`src/source/sdram_mux_pkg.sv`:
```
package sdram_mux_pkg;

	// ========================================================================
	// Widths
	// ========================================================================

	// SDRAM byte address, bit 0 stays low in word mode
	localparam int sdram_addr_w = 25;
	// 68k word address, bits 23:1
	localparam int m68k_addr_w = 23;
	// Four-word burst returned by the SDRAM
	localparam int burst_w = 64;
	localparam int word_w = 16;

	// ========================================================================
	// SDRAM map
	// ========================================================================

	localparam logic [sdram_addr_w-1:0] region_sysrom = 25'h0000000;
	localparam logic [sdram_addr_w-1:0] region_srom   = 25'h0080000;
	localparam logic [sdram_addr_w-1:0] region_sfix   = 25'h0100000;
	localparam logic [sdram_addr_w-1:0] region_p1     = 25'h0200000;
	// P2 on cartridges, extended RAM on CD systems
	localparam logic [sdram_addr_w-1:0] region_p2     = 25'h0300000;
	localparam logic [sdram_addr_w-1:0] region_crom   = 25'h0800000;

	// System type as chosen at reset
	typedef enum logic [1:0] {console, arcade, cd, cdz} system_t;

	// Access currently owning the SDRAM port
	typedef enum logic [2:0] {acc_none, acc_cd_wr, acc_crom, acc_srom, acc_m68k} access_t;

	// Decoded 68k read zone
	typedef enum logic [1:0] {zone_none, zone_rom, zone_port, zone_sysrom} m68k_zone_t;

	// Request levels, pck1 and pck2 are active low as on the board
	typedef struct packed {
		logic m68k_sel;
		logic pck1;
		logic pck2;
		logic cd_wr_sel;
	} req_in_t;

	typedef struct packed {
		logic rd;
		logic we;
		logic [sdram_addr_w-1:0] addr;
		logic [word_w-1:0] din;
	} sdram_cmd_t;

	typedef struct packed {
		logic ready_first;
		logic ready_fourth;
		logic [burst_w-1:0] dout;
	} sdram_rsp_t;

	// Video side latches and timing strobes
	typedef struct packed {
		logic [23:0] c_latch;
		logic [word_w-1:0] s_latch;
		logic ca4;
		logic s2h1;
		logic load;
	} gfx_bus_t;

endpackage

```
`src/source/sdram_arbiter.sv`:
```
`timescale 1ns/1ps

module sdram_arbiter
(
	input  logic clk_sys,
	input  logic nBNKB,
	input  sdram_mux_pkg::req_in_t requests,
	input  sdram_mux_pkg::system_t system,
	input  logic ready_first,
	input  logic ready_fourth,
	output sdram_mux_pkg::access_t cur_access,
	output logic rd,
	output logic we,
	output logic ready_first_rise,
	output logic ready_fourth_rise
);

	// ========================================================================
	// Edge detection
	// ========================================================================

	// Two-stage history per request level
	logic [1:0] m68k_sr;
	logic [1:0] crom_sr;
	logic [1:0] srom_sr;
	logic [1:0] cd_sr;
	logic [1:0] rf_sr;
	logic [1:0] r4_sr;

	logic m68k_edge;
	logic crom_edge;
	logic srom_edge;
	logic cd_edge;
	logic is_cd;

	// Pending and running flags
	logic m68k_req;
	logic crom_req;
	logic srom_req;
	logic cd_req;
	logic m68k_run;
	logic crom_run;
	logic srom_run;
	logic cd_run;

	// Pending flag or fresh edge, merged
	logic want_m68k;
	logic want_crom;
	logic want_srom;
	logic want_cd;
	logic port_free;
	sdram_mux_pkg::access_t grant;

	assign is_cd = (system == sdram_mux_pkg::cd) || (system == sdram_mux_pkg::cdz);

	assign m68k_edge = (m68k_sr == 2'b01);
	assign crom_edge = (crom_sr == 2'b01);
	assign srom_edge = (srom_sr == 2'b01);
	// CD transfers only exist on CD systems
	assign cd_edge = (cd_sr == 2'b01) & is_cd;

	assign ready_first_rise = (rf_sr == 2'b01);
	assign ready_fourth_rise = (r4_sr == 2'b01);

	assign want_m68k = m68k_req | m68k_edge;
	assign want_crom = crom_req | crom_edge;
	assign want_srom = srom_req | srom_edge;
	assign want_cd = cd_req | cd_edge;

	// ========================================================================
	// Priority choice
	// ========================================================================

	// Free once both ready levels have passed through the edge history
	// A late ready edge of one access then never ends the next one
	assign port_free = rf_sr[0] & r4_sr[0] & ~rd & ~we &
		~(m68k_run | crom_run | srom_run | cd_run);

	// CD write, then C ROM, then S ROM, then 68k
	always_comb
	begin
		grant = sdram_mux_pkg::acc_none;
		if (port_free)
		begin
			if (want_cd)
				grant = sdram_mux_pkg::acc_cd_wr;
			else if (want_crom)
				grant = sdram_mux_pkg::acc_crom;
			else if (want_srom)
				grant = sdram_mux_pkg::acc_srom;
			else if (want_m68k)
				grant = sdram_mux_pkg::acc_m68k;
		end
	end

	// Owner of the port follows the running flag
	always_comb
	begin
		if (cd_run)
			cur_access = sdram_mux_pkg::acc_cd_wr;
		else if (crom_run)
			cur_access = sdram_mux_pkg::acc_crom;
		else if (srom_run)
			cur_access = sdram_mux_pkg::acc_srom;
		else if (m68k_run)
			cur_access = sdram_mux_pkg::acc_m68k;
		else
			cur_access = sdram_mux_pkg::acc_none;
	end

	// ========================================================================
	// Flags and command pulses
	// ========================================================================

	always_ff @(posedge clk_sys or negedge nBNKB)
	begin
		if (!nBNKB)
		begin
			m68k_sr <= 2'b00;
			crom_sr <= 2'b00;
			srom_sr <= 2'b00;
			cd_sr <= 2'b00;
			rf_sr <= 2'b00;
			r4_sr <= 2'b00;
			m68k_req <= 1'b0;
			crom_req <= 1'b0;
			srom_req <= 1'b0;
			cd_req <= 1'b0;
			m68k_run <= 1'b0;
			crom_run <= 1'b0;
			srom_run <= 1'b0;
			cd_run <= 1'b0;
			rd <= 1'b0;
			we <= 1'b0;
		end
		else
		begin
			m68k_sr <= {m68k_sr[0], requests.m68k_sel};
			// Graphics strobes are active low
			crom_sr <= {crom_sr[0], ~requests.pck1};
			srom_sr <= {srom_sr[0], ~requests.pck2};
			cd_sr <= {cd_sr[0], requests.cd_wr_sel};
			rf_sr <= {rf_sr[0], ready_first};
			r4_sr <= {r4_sr[0], ready_fourth};

			// Anything not granted this cycle waits
			m68k_req <= want_m68k & (grant != sdram_mux_pkg::acc_m68k);
			crom_req <= want_crom & (grant != sdram_mux_pkg::acc_crom);
			srom_req <= want_srom & (grant != sdram_mux_pkg::acc_srom);
			cd_req <= want_cd & (grant != sdram_mux_pkg::acc_cd_wr);

			// Bursts end on the fourth word, the rest on the first
			m68k_run <= (m68k_run & ~ready_first_rise) | (grant == sdram_mux_pkg::acc_m68k);
			srom_run <= (srom_run & ~ready_first_rise) | (grant == sdram_mux_pkg::acc_srom);
			cd_run <= (cd_run & ~ready_first_rise) | (grant == sdram_mux_pkg::acc_cd_wr);
			crom_run <= (crom_run & ~ready_fourth_rise) | (grant == sdram_mux_pkg::acc_crom);

			// Single cycle pulses
			rd <= (grant == sdram_mux_pkg::acc_crom) || (grant == sdram_mux_pkg::acc_srom) ||
				(grant == sdram_mux_pkg::acc_m68k);
			we <= (grant == sdram_mux_pkg::acc_cd_wr);
		end
	end

endmodule

```
`src/source/sdram_addr_map.sv`:
```
`timescale 1ns/1ps

module sdram_addr_map
(
	input  logic clk_sys,
	input  logic nBNKB,
	input  sdram_mux_pkg::access_t cur_access,
	input  sdram_mux_pkg::gfx_bus_t gfx,
	input  logic [sdram_mux_pkg::m68k_addr_w:1] m68k_addr,
	input  sdram_mux_pkg::m68k_zone_t m68k_zone,
	input  logic [sdram_mux_pkg::word_w-1:0] m68k_wdata,
	input  logic [2:0] cd_area,
	input  logic [1:0] cd_bank_spr,
	input  logic port_wr,
	input  sdram_mux_pkg::system_t system,
	input  logic nsystem,
	output logic [sdram_mux_pkg::sdram_addr_w-1:0] cmd_addr
);

	logic is_cd;
	// P2 bank, 1 MB window
	logic [1:0] p_bank;
	logic [sdram_mux_pkg::sdram_addr_w-1:0] cd_addr_next;
	logic [sdram_mux_pkg::sdram_addr_w-1:0] cd_addr_q;
	logic [sdram_mux_pkg::sdram_addr_w-1:0] srom_base;

	assign is_cd = (system == sdram_mux_pkg::cd) || (system == sdram_mux_pkg::cdz);

	// Bank stays at 0 on CD systems
	always_ff @(posedge clk_sys or negedge nBNKB)
	begin
		if (!nBNKB)
			p_bank <= 2'd0;
		else if (port_wr && !is_cd)
			p_bank <= m68k_wdata[1:0];
	end

	// ========================================================================
	// CD transfer address
	// ========================================================================

	always_comb
	begin
		case (cd_area)
			// EXT zone
			3'd7: cd_addr_next = sdram_mux_pkg::region_p1 + {4'b0, m68k_addr[20:1], 1'b0};
			// Sprites, word order swapped inside the 64-byte tile line
			3'd0: cd_addr_next = sdram_mux_pkg::region_crom +
				{3'b0, cd_bank_spr, m68k_addr[19:6], ~m68k_addr[1], m68k_addr[5:2], 1'b0};
			// Fix
			3'd5: cd_addr_next = sdram_mux_pkg::region_srom +
				{8'b0, m68k_addr[16:5], ~m68k_addr[1], 1'b0, m68k_addr[4:3], 1'b0};
			default: cd_addr_next = '0;
		endcase
	end

	// Tracks the inputs until the write starts, then holds
	always_ff @(posedge clk_sys)
	begin
		if (cur_access != sdram_mux_pkg::acc_cd_wr)
			cd_addr_q <= cd_addr_next;
	end

	// ========================================================================
	// Address select
	// ========================================================================

	// SFIX only when the system ROM asks for it on a cartridge system
	assign srom_base = (!nsystem && !is_cd) ? sdram_mux_pkg::region_sfix :
		sdram_mux_pkg::region_srom;

	always_comb
	begin
		cmd_addr = '0;
		case (cur_access)
			sdram_mux_pkg::acc_cd_wr: cmd_addr = cd_addr_q;
			sdram_mux_pkg::acc_crom: cmd_addr = {gfx.c_latch, 1'b0} + sdram_mux_pkg::region_crom;
			// Bit 3 inverted puts the two fix columns in burst order
			sdram_mux_pkg::acc_srom: cmd_addr = srom_base +
				{8'b0, gfx.s_latch[15:4], gfx.s_latch[2:0], ~gfx.s_latch[3], 1'b0};
			sdram_mux_pkg::acc_m68k:
			begin
				case (m68k_zone)
					sdram_mux_pkg::zone_rom:
						cmd_addr = sdram_mux_pkg::region_p1 + {5'b0, m68k_addr[19:1], 1'b0};
					sdram_mux_pkg::zone_port:
						cmd_addr = sdram_mux_pkg::region_p2 + {3'b0, p_bank, 20'h00000} +
							{5'b0, m68k_addr[19:1], 1'b0};
					// 512 kB on CD, 128 kB on cartridge
					sdram_mux_pkg::zone_sysrom:
						cmd_addr = is_cd ?
							sdram_mux_pkg::region_sysrom + {6'b0, m68k_addr[18:1], 1'b0} :
							sdram_mux_pkg::region_sysrom + {8'b0, m68k_addr[16:1], 1'b0};
					default: cmd_addr = '0;
				endcase
			end
			default: cmd_addr = '0;
		endcase
	end

endmodule

```
`src/source/sdram_read_capture.sv`:
```
`timescale 1ns/1ps

module sdram_read_capture
(
	input  logic clk_sys,
	input  logic nBNKB,
	input  sdram_mux_pkg::access_t cur_access,
	input  logic ready_first_rise,
	input  logic ready_fourth_rise,
	input  logic [sdram_mux_pkg::burst_w-1:0] dout,
	input  sdram_mux_pkg::gfx_bus_t gfx,
	output logic [sdram_mux_pkg::word_w-1:0] prom_data,
	output logic prom_valid,
	output logic [31:0] sprite_data,
	output logic spr_valid,
	output logic [7:0] fix_pixels,
	output logic fix_valid
);

	logic m68k_done;
	logic srom_done;
	logic crom_done;
	logic [sdram_mux_pkg::word_w-1:0] srom_q;
	logic [sdram_mux_pkg::burst_w-1:0] crom_q;
	logic [1:0] load_sr;
	logic ca4_q;

	assign m68k_done = ready_first_rise && (cur_access == sdram_mux_pkg::acc_m68k);
	assign srom_done = ready_first_rise && (cur_access == sdram_mux_pkg::acc_srom);
	assign crom_done = ready_fourth_rise && (cur_access == sdram_mux_pkg::acc_crom);

	// ========================================================================
	// Holding registers
	// ========================================================================

	// First word of the burst sits in the top bits
	always_ff @(posedge clk_sys)
	begin
		if (m68k_done)
			prom_data <= dout[63:48];
		if (srom_done)
			srom_q <= dout[63:48];
		if (crom_done)
			crom_q <= dout;
	end

	// Valid pulses and CA4 tracking
	always_ff @(posedge clk_sys or negedge nBNKB)
	begin
		if (!nBNKB)
		begin
			prom_valid <= 1'b0;
			fix_valid <= 1'b0;
			spr_valid <= 1'b0;
			load_sr <= 2'b00;
			ca4_q <= 1'b0;
		end
		else
		begin
			prom_valid <= m68k_done;
			fix_valid <= srom_done;
			spr_valid <= crom_done;
			load_sr <= {load_sr[0], gfx.load};
			// CA4 polarity follows h-flip so it is taken at load time
			if (load_sr == 2'b01)
				ca4_q <= gfx.ca4;
		end
	end

	// Half of the C ROM burst for the current 8 pixels
	assign sprite_data = ca4_q ? crom_q[63:32] : crom_q[31:0];

	// One read serves both fix columns
	assign fix_pixels = gfx.s2h1 ? srom_q[15:8] : srom_q[7:0];

endmodule

```
`src/source/neogeo_sdram_mux.sv`:
```
`timescale 1ns/1ps

module neogeo_sdram_mux
(
	input  logic clk_sys,
	input  logic nBNKB,
	input  sdram_mux_pkg::req_in_t requests,
	input  sdram_mux_pkg::gfx_bus_t gfx,
	input  logic [sdram_mux_pkg::m68k_addr_w:1] m68k_addr,
	input  sdram_mux_pkg::m68k_zone_t m68k_zone,
	input  logic [sdram_mux_pkg::word_w-1:0] m68k_wdata,
	input  logic [2:0] cd_area,
	input  logic [1:0] cd_bank_spr,
	input  logic port_wr,
	input  sdram_mux_pkg::system_t system,
	input  logic nsystem,
	input  sdram_mux_pkg::sdram_rsp_t sdram_rsp,
	output sdram_mux_pkg::sdram_cmd_t sdram_cmd,
	output logic [sdram_mux_pkg::word_w-1:0] prom_data,
	output logic prom_valid,
	output logic [31:0] sprite_data,
	output logic spr_valid,
	output logic [7:0] fix_pixels,
	output logic fix_valid
);

	sdram_mux_pkg::access_t cur_access;
	logic rd;
	logic we;
	logic ready_first_rise;
	logic ready_fourth_rise;
	logic [sdram_mux_pkg::sdram_addr_w-1:0] cmd_addr;

	// ========================================================================
	// Port control
	// ========================================================================

	sdram_arbiter u_arbiter
	(
		.clk_sys(clk_sys),
		.nBNKB(nBNKB),
		.requests(requests),
		.system(system),
		.ready_first(sdram_rsp.ready_first),
		.ready_fourth(sdram_rsp.ready_fourth),
		.cur_access(cur_access),
		.rd(rd),
		.we(we),
		.ready_first_rise(ready_first_rise),
		.ready_fourth_rise(ready_fourth_rise)
	);

	sdram_addr_map u_addr_map
	(
		.clk_sys(clk_sys),
		.nBNKB(nBNKB),
		.cur_access(cur_access),
		.gfx(gfx),
		.m68k_addr(m68k_addr),
		.m68k_zone(m68k_zone),
		.m68k_wdata(m68k_wdata),
		.cd_area(cd_area),
		.cd_bank_spr(cd_bank_spr),
		.port_wr(port_wr),
		.system(system),
		.nsystem(nsystem),
		.cmd_addr(cmd_addr)
	);

	sdram_read_capture u_capture
	(
		.clk_sys(clk_sys),
		.nBNKB(nBNKB),
		.cur_access(cur_access),
		.ready_first_rise(ready_first_rise),
		.ready_fourth_rise(ready_fourth_rise),
		.dout(sdram_rsp.dout),
		.gfx(gfx),
		.prom_data(prom_data),
		.prom_valid(prom_valid),
		.sprite_data(sprite_data),
		.spr_valid(spr_valid),
		.fix_pixels(fix_pixels),
		.fix_valid(fix_valid)
	);

	// Command bundle, write data only during CD transfers
	always_comb
	begin
		sdram_cmd.rd = rd;
		sdram_cmd.we = we;
		sdram_cmd.addr = cmd_addr;
		sdram_cmd.din = (cur_access == sdram_mux_pkg::acc_cd_wr) ? m68k_wdata : '0;
	end

endmodule

```
`config.mk`:
```
export PLATFORM = sky130hd
export DESIGN_NAME = neogeo_sdram_mux
export DESIGN_NICKNAME = d
export VERILOG_FILES = /design/src/source/sdram_mux_pkg.sv /design/src/source/sdram_arbiter.sv /design/src/source/sdram_addr_map.sv /design/src/source/sdram_read_capture.sv /design/src/source/neogeo_sdram_mux.sv
export SDC_FILE = /design/constraint.sdc
export NUM_CORES = 1
export LEC_CHECK = 0
export BUFFER_PORTS_ARGS = -buffer_cell sky130_fd_sc_hd__buf_2
export CAP_MARGIN = 0
export CORE_ASPECT_RATIO = 1.2
export CORE_MARGIN = 8
export CORE_UTILIZATION = 47
export CTS_CLUSTER_DIAMETER = 40
export CTS_CLUSTER_SIZE = 40
export DETAILED_ROUTE_END_ITERATION = 10
export PLACE_DENSITY_LB_ADDON = 0.05
export SLEW_MARGIN = 15
export SYNTH_ARGS = -nofsm -noshare
export SYNTH_HDL_FRONTEND = slang
export SYNTH_SLANG_ARGS = --single-unit
```
`constraint.sdc`:
```
create_clock -name clk_sys -period 5.72 [get_ports clk_sys]
set_clock_uncertainty 0.15 [all_clocks]
set_input_delay 0.286 -clock clk_sys [delete_from_list [all_inputs] [get_ports clk_sys]]
set_output_delay 0.286 -clock clk_sys [all_outputs]
set_load 0.005 [all_outputs]
```
==> results of run 1 <==
==> flip-flops by register name, indices dropped and copies added, names as in the netlist, 2 cells and up <==
name	flops
u_arbiter.crom_sr	2
u_arbiter.cd_sr	2
u_capture.prom_data	16
u_arbiter.r4_sr	2
u_arbiter.srom_sr	2
u_capture.srom_q	16
u_capture.crom_q	64
u_arbiter.rf_sr	2
u_arbiter.m68k_sr	2
u_capture.load_sr	2
u_addr_map.cd_addr_q	22
u_addr_map.p_bank	2
==> cell type report <==
type	count	share of cell area
timing repair buffer	343	0.2375
tap	164	0.02307
clock buffer	22	0.05557
antenna	1	0.0002814
clock inverter	10	0.007316
multi-input combinational	221	0.1854
sequential	148	0.4828
inverter	19	0.008019
==> report_power, final <==
group	switching, mW	internal [mW]	total [mW]
clock network	0.425	0.618	1.04
logic	0.376	0.342	0.718
registers	0.0769	1.31	1.39
==> through the flow <==
stage               cells  hold slack [ns]    util  worst slack [ns]
global placement      819           0.1942  0.5976             2.955
CTS                   927         0.007391  0.7018             2.635
floorplan             412          -0.1596       -             1.225
finish                928          0.02982  0.7020             2.600
detailed placement    819           0.2052  0.5976             2.935
global route          928          0.01781  0.7020             2.441
==> kinds of logic (layout without fill, tap and decap cells) <==
group           count (synthesis)  after routing  share of synthesized area
simple gates                   96             96                    0.08957
xor+xnor                        2              2                   0.002864
fa+ha+maj                       1              1                   0.002045
mux                            45             45                    0.08241
buf+inv                        43            394                    0.03108
other cells                     1              2                  0.0006129
compound gates                 76             76                    0.08957
flops                         148            148                     0.7018
==> final timing paths <==
kind | startpoint | endpoint
worst max-delay path | u_arbiter.crom_run | sdram_cmd[26]
worst min-delay path | m68k_addr[20] | u_addr_map.cd_addr_q[20]
worst max register to register | u_arbiter.crom_run | u_capture.prom_data[0]
worst min register to register | u_capture.load_sr[0] | u_capture.load_sr[1]
max in group asynchronous | nBNKB | u_capture.prom_valid
min in group asynchronous | nBNKB | u_arbiter.cd_sr[1]
==> synthesized netlist by cell type (all sizes together), types with 2 or more instances <==
cell type  count
edfxtp       118
nand2         26
nor3           3
nor2           8
o2bb2ai        5
o221ai        11
a21o           6
a21oi         16
nand3b         7
clkbuf        12
mux2          43
mux2i          2
a22o           4
o21ai          9
o21a           3
nand2b         5
inv           18
a22oi         13
nand3          7
nor2b          6
a31oi          3
dfrtp         30
buf           12
and2          27
==> worst max-delay path, delay by kind of cell (launching register included) <==
kind                   cells  cell delay (ns)
AND/OR/NAND/NOR            1             0.91
flip-flops                 1             0.75
AO/OA/AOI/OAI              2             0.44
buffers and inverters      1             0.16
==> what timing repair did <==
action / 4_1_cts / 5_1_grt
endpoints found under the setup margin: 0 / 0
hold buffers: 76 / 0
endpoints found under the hold margin: 137 / 0
==> per-layer routing <==
layer  part of all wire  global-route usage
met3              0.077             0.06552
met2               0.52              0.3483
met5                  0                   0
met1               0.39              0.2407
met4              0.010             0.05138
==> results.toml, run 1 <==
[yosys]
syn_area_um2 = 6118
seq_area_frac_synth = 0.7018
synth_edf_count = 118
synth-main-ff-cell = "edfxtp_1"
ys_ff_latch = 148
synth_top_cell_by_area = "edfxtp_1"
syn_avg_cell_area_um2 = 14.85
synth_top_area_frac = 0.5791
synth_cell_type_count = 45
yosysWarnings = 0
synthTopCellsByArea = "edfxtp_1 (58%), dfrtp_1 (12%), mux2_2 (7.9%), and2_1 (2.8%), a22oi_1 (1.6%)"
synthCells = 412
synth_fp_nets = 578
async_flop_share = 0.2027

[cts]
path_clk_slew_ns = 0.06
cts_tree = "done"
root_buffer = "clkbuf_16"
htree_levels = 4
cts_resized = 0
cts_buffers = 17
clock_latency_ns = 0.40
postCtsSetupRepairBufs = 0
cts_buffer_depth = 2
cts.sinks = 148

[worst_setup_path]
cp.required_ns = 5.28
r2r_cells = 3
crit_slowest_cell = "nor2b_1"
startpoint_type = "flip-flop"
setup.worst_path.class = "reg2out"
worstPathArrival_ns = 2.68
end_kind = "output pin"
slowest_delay_ns = 0.91
crit_chain = "nor2b_1 -> a22oi_1 -> o221ai_1 -> buf_2"
reg2reg_slack_ns = 2.95
worst-path-max-fanout = 28

[layout]
final_nets = 916
final_common_cell = "buf_2"
final_cell_mix = "buf_2 (261), edfxtp_1 (118), dlygate4sd3_1 (76)"
seqCellArea_um2 = 4294
fill_cells = 914
drive_gt1_frac = 0.4574
area_growth_pct = 45.36
multi_input_area_um2 = 1649
finish.instance_area_um2 = 8894

[timing]
max_slew_margin = 0.3166
setup_viol = 0
max_freq_mhz = 320.6
min_period_over_period = 0.5454
hold_violations = 0
fin_crit_ns = 3.120
tightestPinTransition_ns = 1.025
grt_setup_unrepaired = "no"
maxSlewViolCount = 0
setup_tns_ns = 0

[global_routing]
grt_max_degree = 66
grt.overflow.total = 0
grt_pass1_wl_um = 26830
antenna_found_initial = 1
grt_pass1_vias = 5045
grtUsageTotal = 0.2030

[power]
leakagePower_nw = 3.855
power.total_mw = 3.153
powerDensity_nw_per_um2 = 354.5
irDropWorstVdd_v = 0.0002707

[detailed_routing]
antenna_left = 0
route.detailed.drc = 0
drt_first_pass_iters = 4
vias = 4690
drt-initial-drc-count = 257
routed_wl_um = 17360
viasPerCell = 5.054
wl_per_cell_um = 18.70

[worst_hold_path]
hp-class = "in2reg"
hold-path-cell-count = 2

[placed_design]
globalplace.congestion = 0.8553
placed_area_um2 = 7571
dpl.hpwl_um = 12030
port_buffers = 261

[run_status]
status = "complete, no violations"

[job]
maxCapViolCount = 0

[floorplanning]
design.core.area_um2 = 12670
die_area_um2 = 16940
io_pins = 267
initial_core_util = 0.4830
dieWidth_um = 120.2
dieHeight_um = 141.0
std_cell_rows = 45
No activity file was read; power rests on OpenSTA's default activity.
==> inputs of run 2 (changes only) <==
Settings changed: CORE_UTILIZATION 47 to 43.
Clock period 5.72 ns to 2.57 ns, I/O delays scaled along.
==> results.toml, run 2 (synthesis gave the netlist of run 1 again) <==
[run_status]
status = "complete, no violations"

[floorplanning]
dieHeight_um = 146.7
initial_core_util = 0.4409
std_cell_rows = 47
dieWidth_um = 124.9
io_pins = 267
die_area_um2 = 18320
design.core.area_um2 = 13880

[layout]
final_common_cell = "buf_2"
drive_gt1_frac = 0.4513
finish.instance_area_um2 = 9221
final_cell_mix = "buf_2 (261), edfxtp_1 (118), dlygate4sd3_1 (100)"
largestRegisters = "u_capture.crom_q x64, u_addr_map.cd_addr_q x22"
largest_register_ffs = 64
area_growth_pct = 50.72
max_flop_register = "u_capture.crom_q"
final_nets = 944

[detailed_routing]
vias = 4792
viasPerCell = 4.976
wl_per_cell_um = 18.08
antenna_left = 0
route.detailed.drc = 0
drt-initial-drc-count = 305
drt_first_pass_iters = 4
routed_wl_um = 17410

[timing]
setup_viol = 0
max_freq_mhz = 423.7
hold_violations = 0
fin_crit_ns = 2.360
setup_tns_ns = 0
max_slew_margin = 0.5697
min_period_over_period = 0.9184
grt_setup_unrepaired = "no"
maxSlewViolCount = 0
tightestPinTransition_ns = 0.6367

[cts]
cts_buffers = 17
cts.sinks = 148
cts_buffer_depth = 2
postCtsSetupRepairBufs = 0
clock_latency_ns = 0.41
cts_tree = "done"
htree_levels = 4
path_clk_slew_ns = 0.06
root_buffer = "clkbuf_16"

[worst_setup_path]
reg2reg_slack_ns = 0.63
startpoint_type = "flip-flop"
worst-path-max-fanout = 11
slowest_delay_ns = 0.54
timing.rr.start = "u_arbiter.srom_run"
end_kind = "output pin"
cp_top_family = "flip-flops"
crit_slowest_cell = "dfrtp_1"
path_buf_inv = 2
critPathLaunch = "u_arbiter.srom_run"
worstPathArrival_ns = 2.08
crit_chain = "nor3_4 -> buf_4 -> nand3_2 -> o221ai_1 -> buf_2"
cp.required_ns = 2.29
crit_cells = 5
r2r_cells = 3
setup.worst_path.class = "reg2out"

[global_routing]
grt.overflow.total = 0
grtUsageTotal = 0.1880
grt_pass1_wl_um = 27100
grt_pass1_vias = 5312
grt_max_degree = 66
antenna_found_initial = 1

[job]
maxCapViolCount = 0

[placed_design]
dpl.hpwl_um = 12550
placed_area_um2 = 7637
globalplace.congestion = 0.8688
port_buffers = 261

[power]
leakagePower_nw = 3.990
power.total_mw = 7.132
irDropWorstVdd_v = 0.0003775
powerDensity_nw_per_um2 = 773.4

[worst_hold_path]
hold-path-cell-count = 3
worstHoldStart = "system[1]"
hp-class = "in2reg"
run 2: cell count changes in the layout (fill, tap and decap cells not counted), sizes merged:
cell,change
clkbuf,-1
dlygate4sd3,+24
buf,+4
clkinv,+1
run 2: final cells by class:
class                   instances  area [µm²]
diodes                          1       2.502
clock buffers                  21       490.5
clock inverters                11       85.08
fillers                      1043        4657
inverters                      19       72.57
multi-input cells             221        1654
flip-flops and latches        148        4295
well taps                     171       214.0
repair buffers                371        2407
run 2: repair_timing:
action / in CTS / in global routing
hold endpoints to repair: 157 / 0
hold buffers: 100 / 0
resized for setup: 0 / 1
endpoints found under the setup margin: 0 / 11
run 2: worst paths after layout:
check | endpoint
min | u_addr_map.p_bank[0]
min in group asynchronous | u_arbiter.crom_sr[0]
max reg2reg | u_arbiter.m68k_run
max in group asynchronous | u_arbiter.cd_run
min reg2reg | u_capture.load_sr[1]
max | sdram_cmd[20]
run 2: per-stage QoR:
stage                       util  hold WS, ns  setup slack [ns]  std cells
after global placement    0.5503      0.03655            0.5280        830
after global routing      0.6644      0.05258           0.05733        963
after CTS                 0.6639      0.03324           0.01068        962
final                     0.6644      0.04489            0.2096        963
after detailed placement  0.5503      0.03792            0.4708        830
after floorplan                -      -0.3171           0.01443        412
run 2: worst reg2reg max path, cell delays in order, from the launching register on:
cell	delay [ns]
dfrtp_1	0.54
nor4_4	0.61
nand4b_1	0.27
o41ai_2	0.26
run 2: layer usage:
layer  vias up  global-route usage  part of all wire
met5         -                   0                 0
met4         0             0.06650             0.015
met3        18             0.06084             0.071
met2       203              0.3345              0.52
met1      2286              0.2057              0.39
li1       2285                   -                 -
run 2: report_power, final:
group | total, mW | switching, mW | internal, mW
Clock | 2.36 | 0.969 | 1.39
Sequential | 3.09 | 0.161 | 2.93
Combinational | 1.69 | 0.864 | 0.822
==> inputs of run 3 (changes only) <==
Settings changed: ABC_AREA from default to 1, SETUP_SLACK_MARGIN from default to 0.1.
==> results.toml, run 3 <==
[detailed_routing]
vias = 5001
antenna_left = 0
routed_wl_um = 16900
drt_first_pass_iters = 4
wl_per_cell_um = 16.01
viasPerCell = 4.736
drt-initial-drc-count = 244
route.detailed.drc = 0

[cts]
root_buffer = "clkbuf_16"
cts_resized = 0
cts_buffer_depth = 2
path_clk_slew_ns = 0.06
postCtsSetupRepairBufs = 0
cts.sinks = 148
htree_levels = 4
cts_buffers = 17
clock_latency_ns = 0.41
cts_tree = "done"

[global_routing]
grtUsageTotal = 0.1873
grt_max_degree = 41
antenna_found_initial = 0
grt_pass1_vias = 5603
grt_pass1_wl_um = 27500
grt.overflow.total = 0

[floorplanning]
std_cell_rows = 48
dieHeight_um = 147.4
initial_core_util = 0.4344
io_pins = 267
design.core.area_um2 = 14230
die_area_um2 = 18490
dieWidth_um = 125.5

[power]
powerDensity_nw_per_um2 = 803.5
leakagePower_nw = 4.416
irDropWorstVdd_v = 0.0005354

[timing]
grt_setup_unrepaired = "no"
tightestPinTransition_ns = 0.6574
maxSlewViolCount = 0
max_slew_margin = 0.5618
setup_viol = 0
fin_crit_ns = 2.325
whs_ns = 0.01370
max_freq_mhz = 430.2
hold_violations = 0
min_period_over_period = 0.9045

[worst_setup_path]
end_kind = "output pin"
timing.rr.start = "u_arbiter.cd_run"
setup.worst_path.class = "reg2out"
critPathLaunch = "u_arbiter.cd_run"
startpoint_type = "flip-flop"
r2r_end = "u_capture.crom_q[62]"
reg2reg_slack_ns = 0.57
cp.required_ns = 2.29
r2r_cells = 6
worstPathArrival_ns = 2.05
worst-path-max-fanout = 40

[layout]
final_core_util = 0.6598
drive_gt1_frac = 0.4132
final_cells = 1056
fill_cells = 1112
final_common_cell = "buf_2"
finish.instance_area_um2 = 9392
final_cell_mix = "buf_2 (261), edfxtp_1 (118), nand2_1 (103), dlygate4sd3_1 (103), inv_1 (67)"
largest_register_ffs = 64
final_nets = 1035
largestRegisters = "u_capture.crom_q x64, u_addr_map.cd_addr_q x22"
antenna_cells = 0
area_growth_pct = 51.88
multi_input_area_um2 = 1546
max_flop_register = "u_capture.crom_q"
seqCellArea_um2 = 4294

[yosys]
synthTopCellsByArea = "edfxtp_1 (57%), dfrtp_1 (12%), mux2_2 (7.3%), nand2_1 (6.3%), inv_1 (4.1%)"
synth_edf_count = 118
yosysWarnings = 0
async_flop_share = 0.2027
yosysMostFrequentCell = "edfxtp_1"
synth_top_cell_by_area = "edfxtp_1"
synthCells = 495
synth-main-ff-cell = "edfxtp_1"
synth_cell_type_count = 31
seq_area_frac_synth = 0.6945
synth_top_area_frac = 0.5730
ys_ff_latch = 148
synth_fp_nets = 661
syn_area_um2 = 6183
netlist_top_cells_count = "edfxtp_1 (118), nand2_1 (104), inv_1 (68)"
syn_avg_cell_area_um2 = 12.49

[placed_design]
dp.cells = 922
globalplace.congestion = 0.8521
placed_area_um2 = 7734
dpl.hpwl_um = 12100
port_buffers = 261

[worst_hold_path]
hold-path-cell-count = 3
worstHoldStart = "m68k_addr[5]"
hp-class = "in2reg"
holdPathEnd = "u_addr_map.cd_addr_q[4]"

[run_status]
status = "complete, no violations"

[job]
maxCapViolCount = 0
==> run 3: cell count changes after synthesis, moves of 7 or more <==
cell      delta
nand2_1     +78
a21oi_1     -10
nand3_1     +19
and2_1      -27
inv_1       +50
o221ai_1     -8
nor2_1      +22
nand4_1      +7
clkbuf_1     -8
==> run 3: worst max-delay path by stage <==
stage	cells past startpoint	slack [ns]	endpoint
finish	5	0.25	sdram_cmd[36]
global route	6	0.11	sdram_cmd[34]
CTS	6	0.20	sdram_cmd[34]
detailed placement	6	0.57	u_capture.crom_q[11]
global placement	6	0.61	u_capture.crom_q[43]
floorplan	6	-0.47	u_capture.crom_q[0]
==> run 3: per-layer routing <==
metal | global-route usage | part of all wire | vias up
met5 | 0 | 0 | -
met4 | 0.05430 | 0.011 | 0
met3 | 0.06091 | 0.073 | 15
met2 | 0.3359 | 0.52 | 209
met1 | 0.2068 | 0.40 | 2353
li1 | - | - | 2424
==> run 3: area by class of cell <==
cell class                 instances  share of cell area
clock buffer                      18             0.04570
sequential                       148              0.4572
multi-input combinational        259              0.1647
inverter                          70             0.02931
clock inverter                    13             0.02105
timing repair buffer             373              0.2587
tap                              175             0.02331
==> run 3: what timing repair did <==
action,in CTS,in global routing
hold buffers,103,0
endpoints found under the hold margin,157,0
setup endpoints to repair,0,1
==> run 3: where the power goes <==
group	internal [mW]	switching, mW	total [mW]
sequential	2.98	0.124	3.10
clock	1.64	0.976	2.62
combinational	0.792	1.04	1.83
total	5.41	2.14	7.55
==> run 3: cells by family after synthesis <==
kind of cell,Yosys count,share of synthesized area
multiplexers,40,0.07284
buffers and inverters,88,0.05969
flip-flops,148,0.6945
other,1,0.0006065
AND/OR/NAND/NOR,188,0.1394
AO/OA/AOI/OAI,28,0.02954
XOR/XNOR,1,0.001417
adder cells (fa/ha/maj),1,0.002023
==> run 3: through the flow <==
step / total power, mW / TNS (ns) / worst slack [ns]
finish: 7.546 / 0 / 0.2454
global route: 7.943 / 0 / 0.1131
CTS: 7.635 / 0 / 0.2045
detailed placement: 4.855 / 0 / 0.5731
global placement: 4.821 / 0 / 0.6074
floorplan: 4.124 / -30.49 / -0.4712
==> run 3: critical path: stages (launching register included) <==
cell     delay [ns]
dfrtp_1        0.47
buf_4          0.31
nor2_4         0.43
nand3_1        0.13
nand4_1        0.14
buf_2          0.14
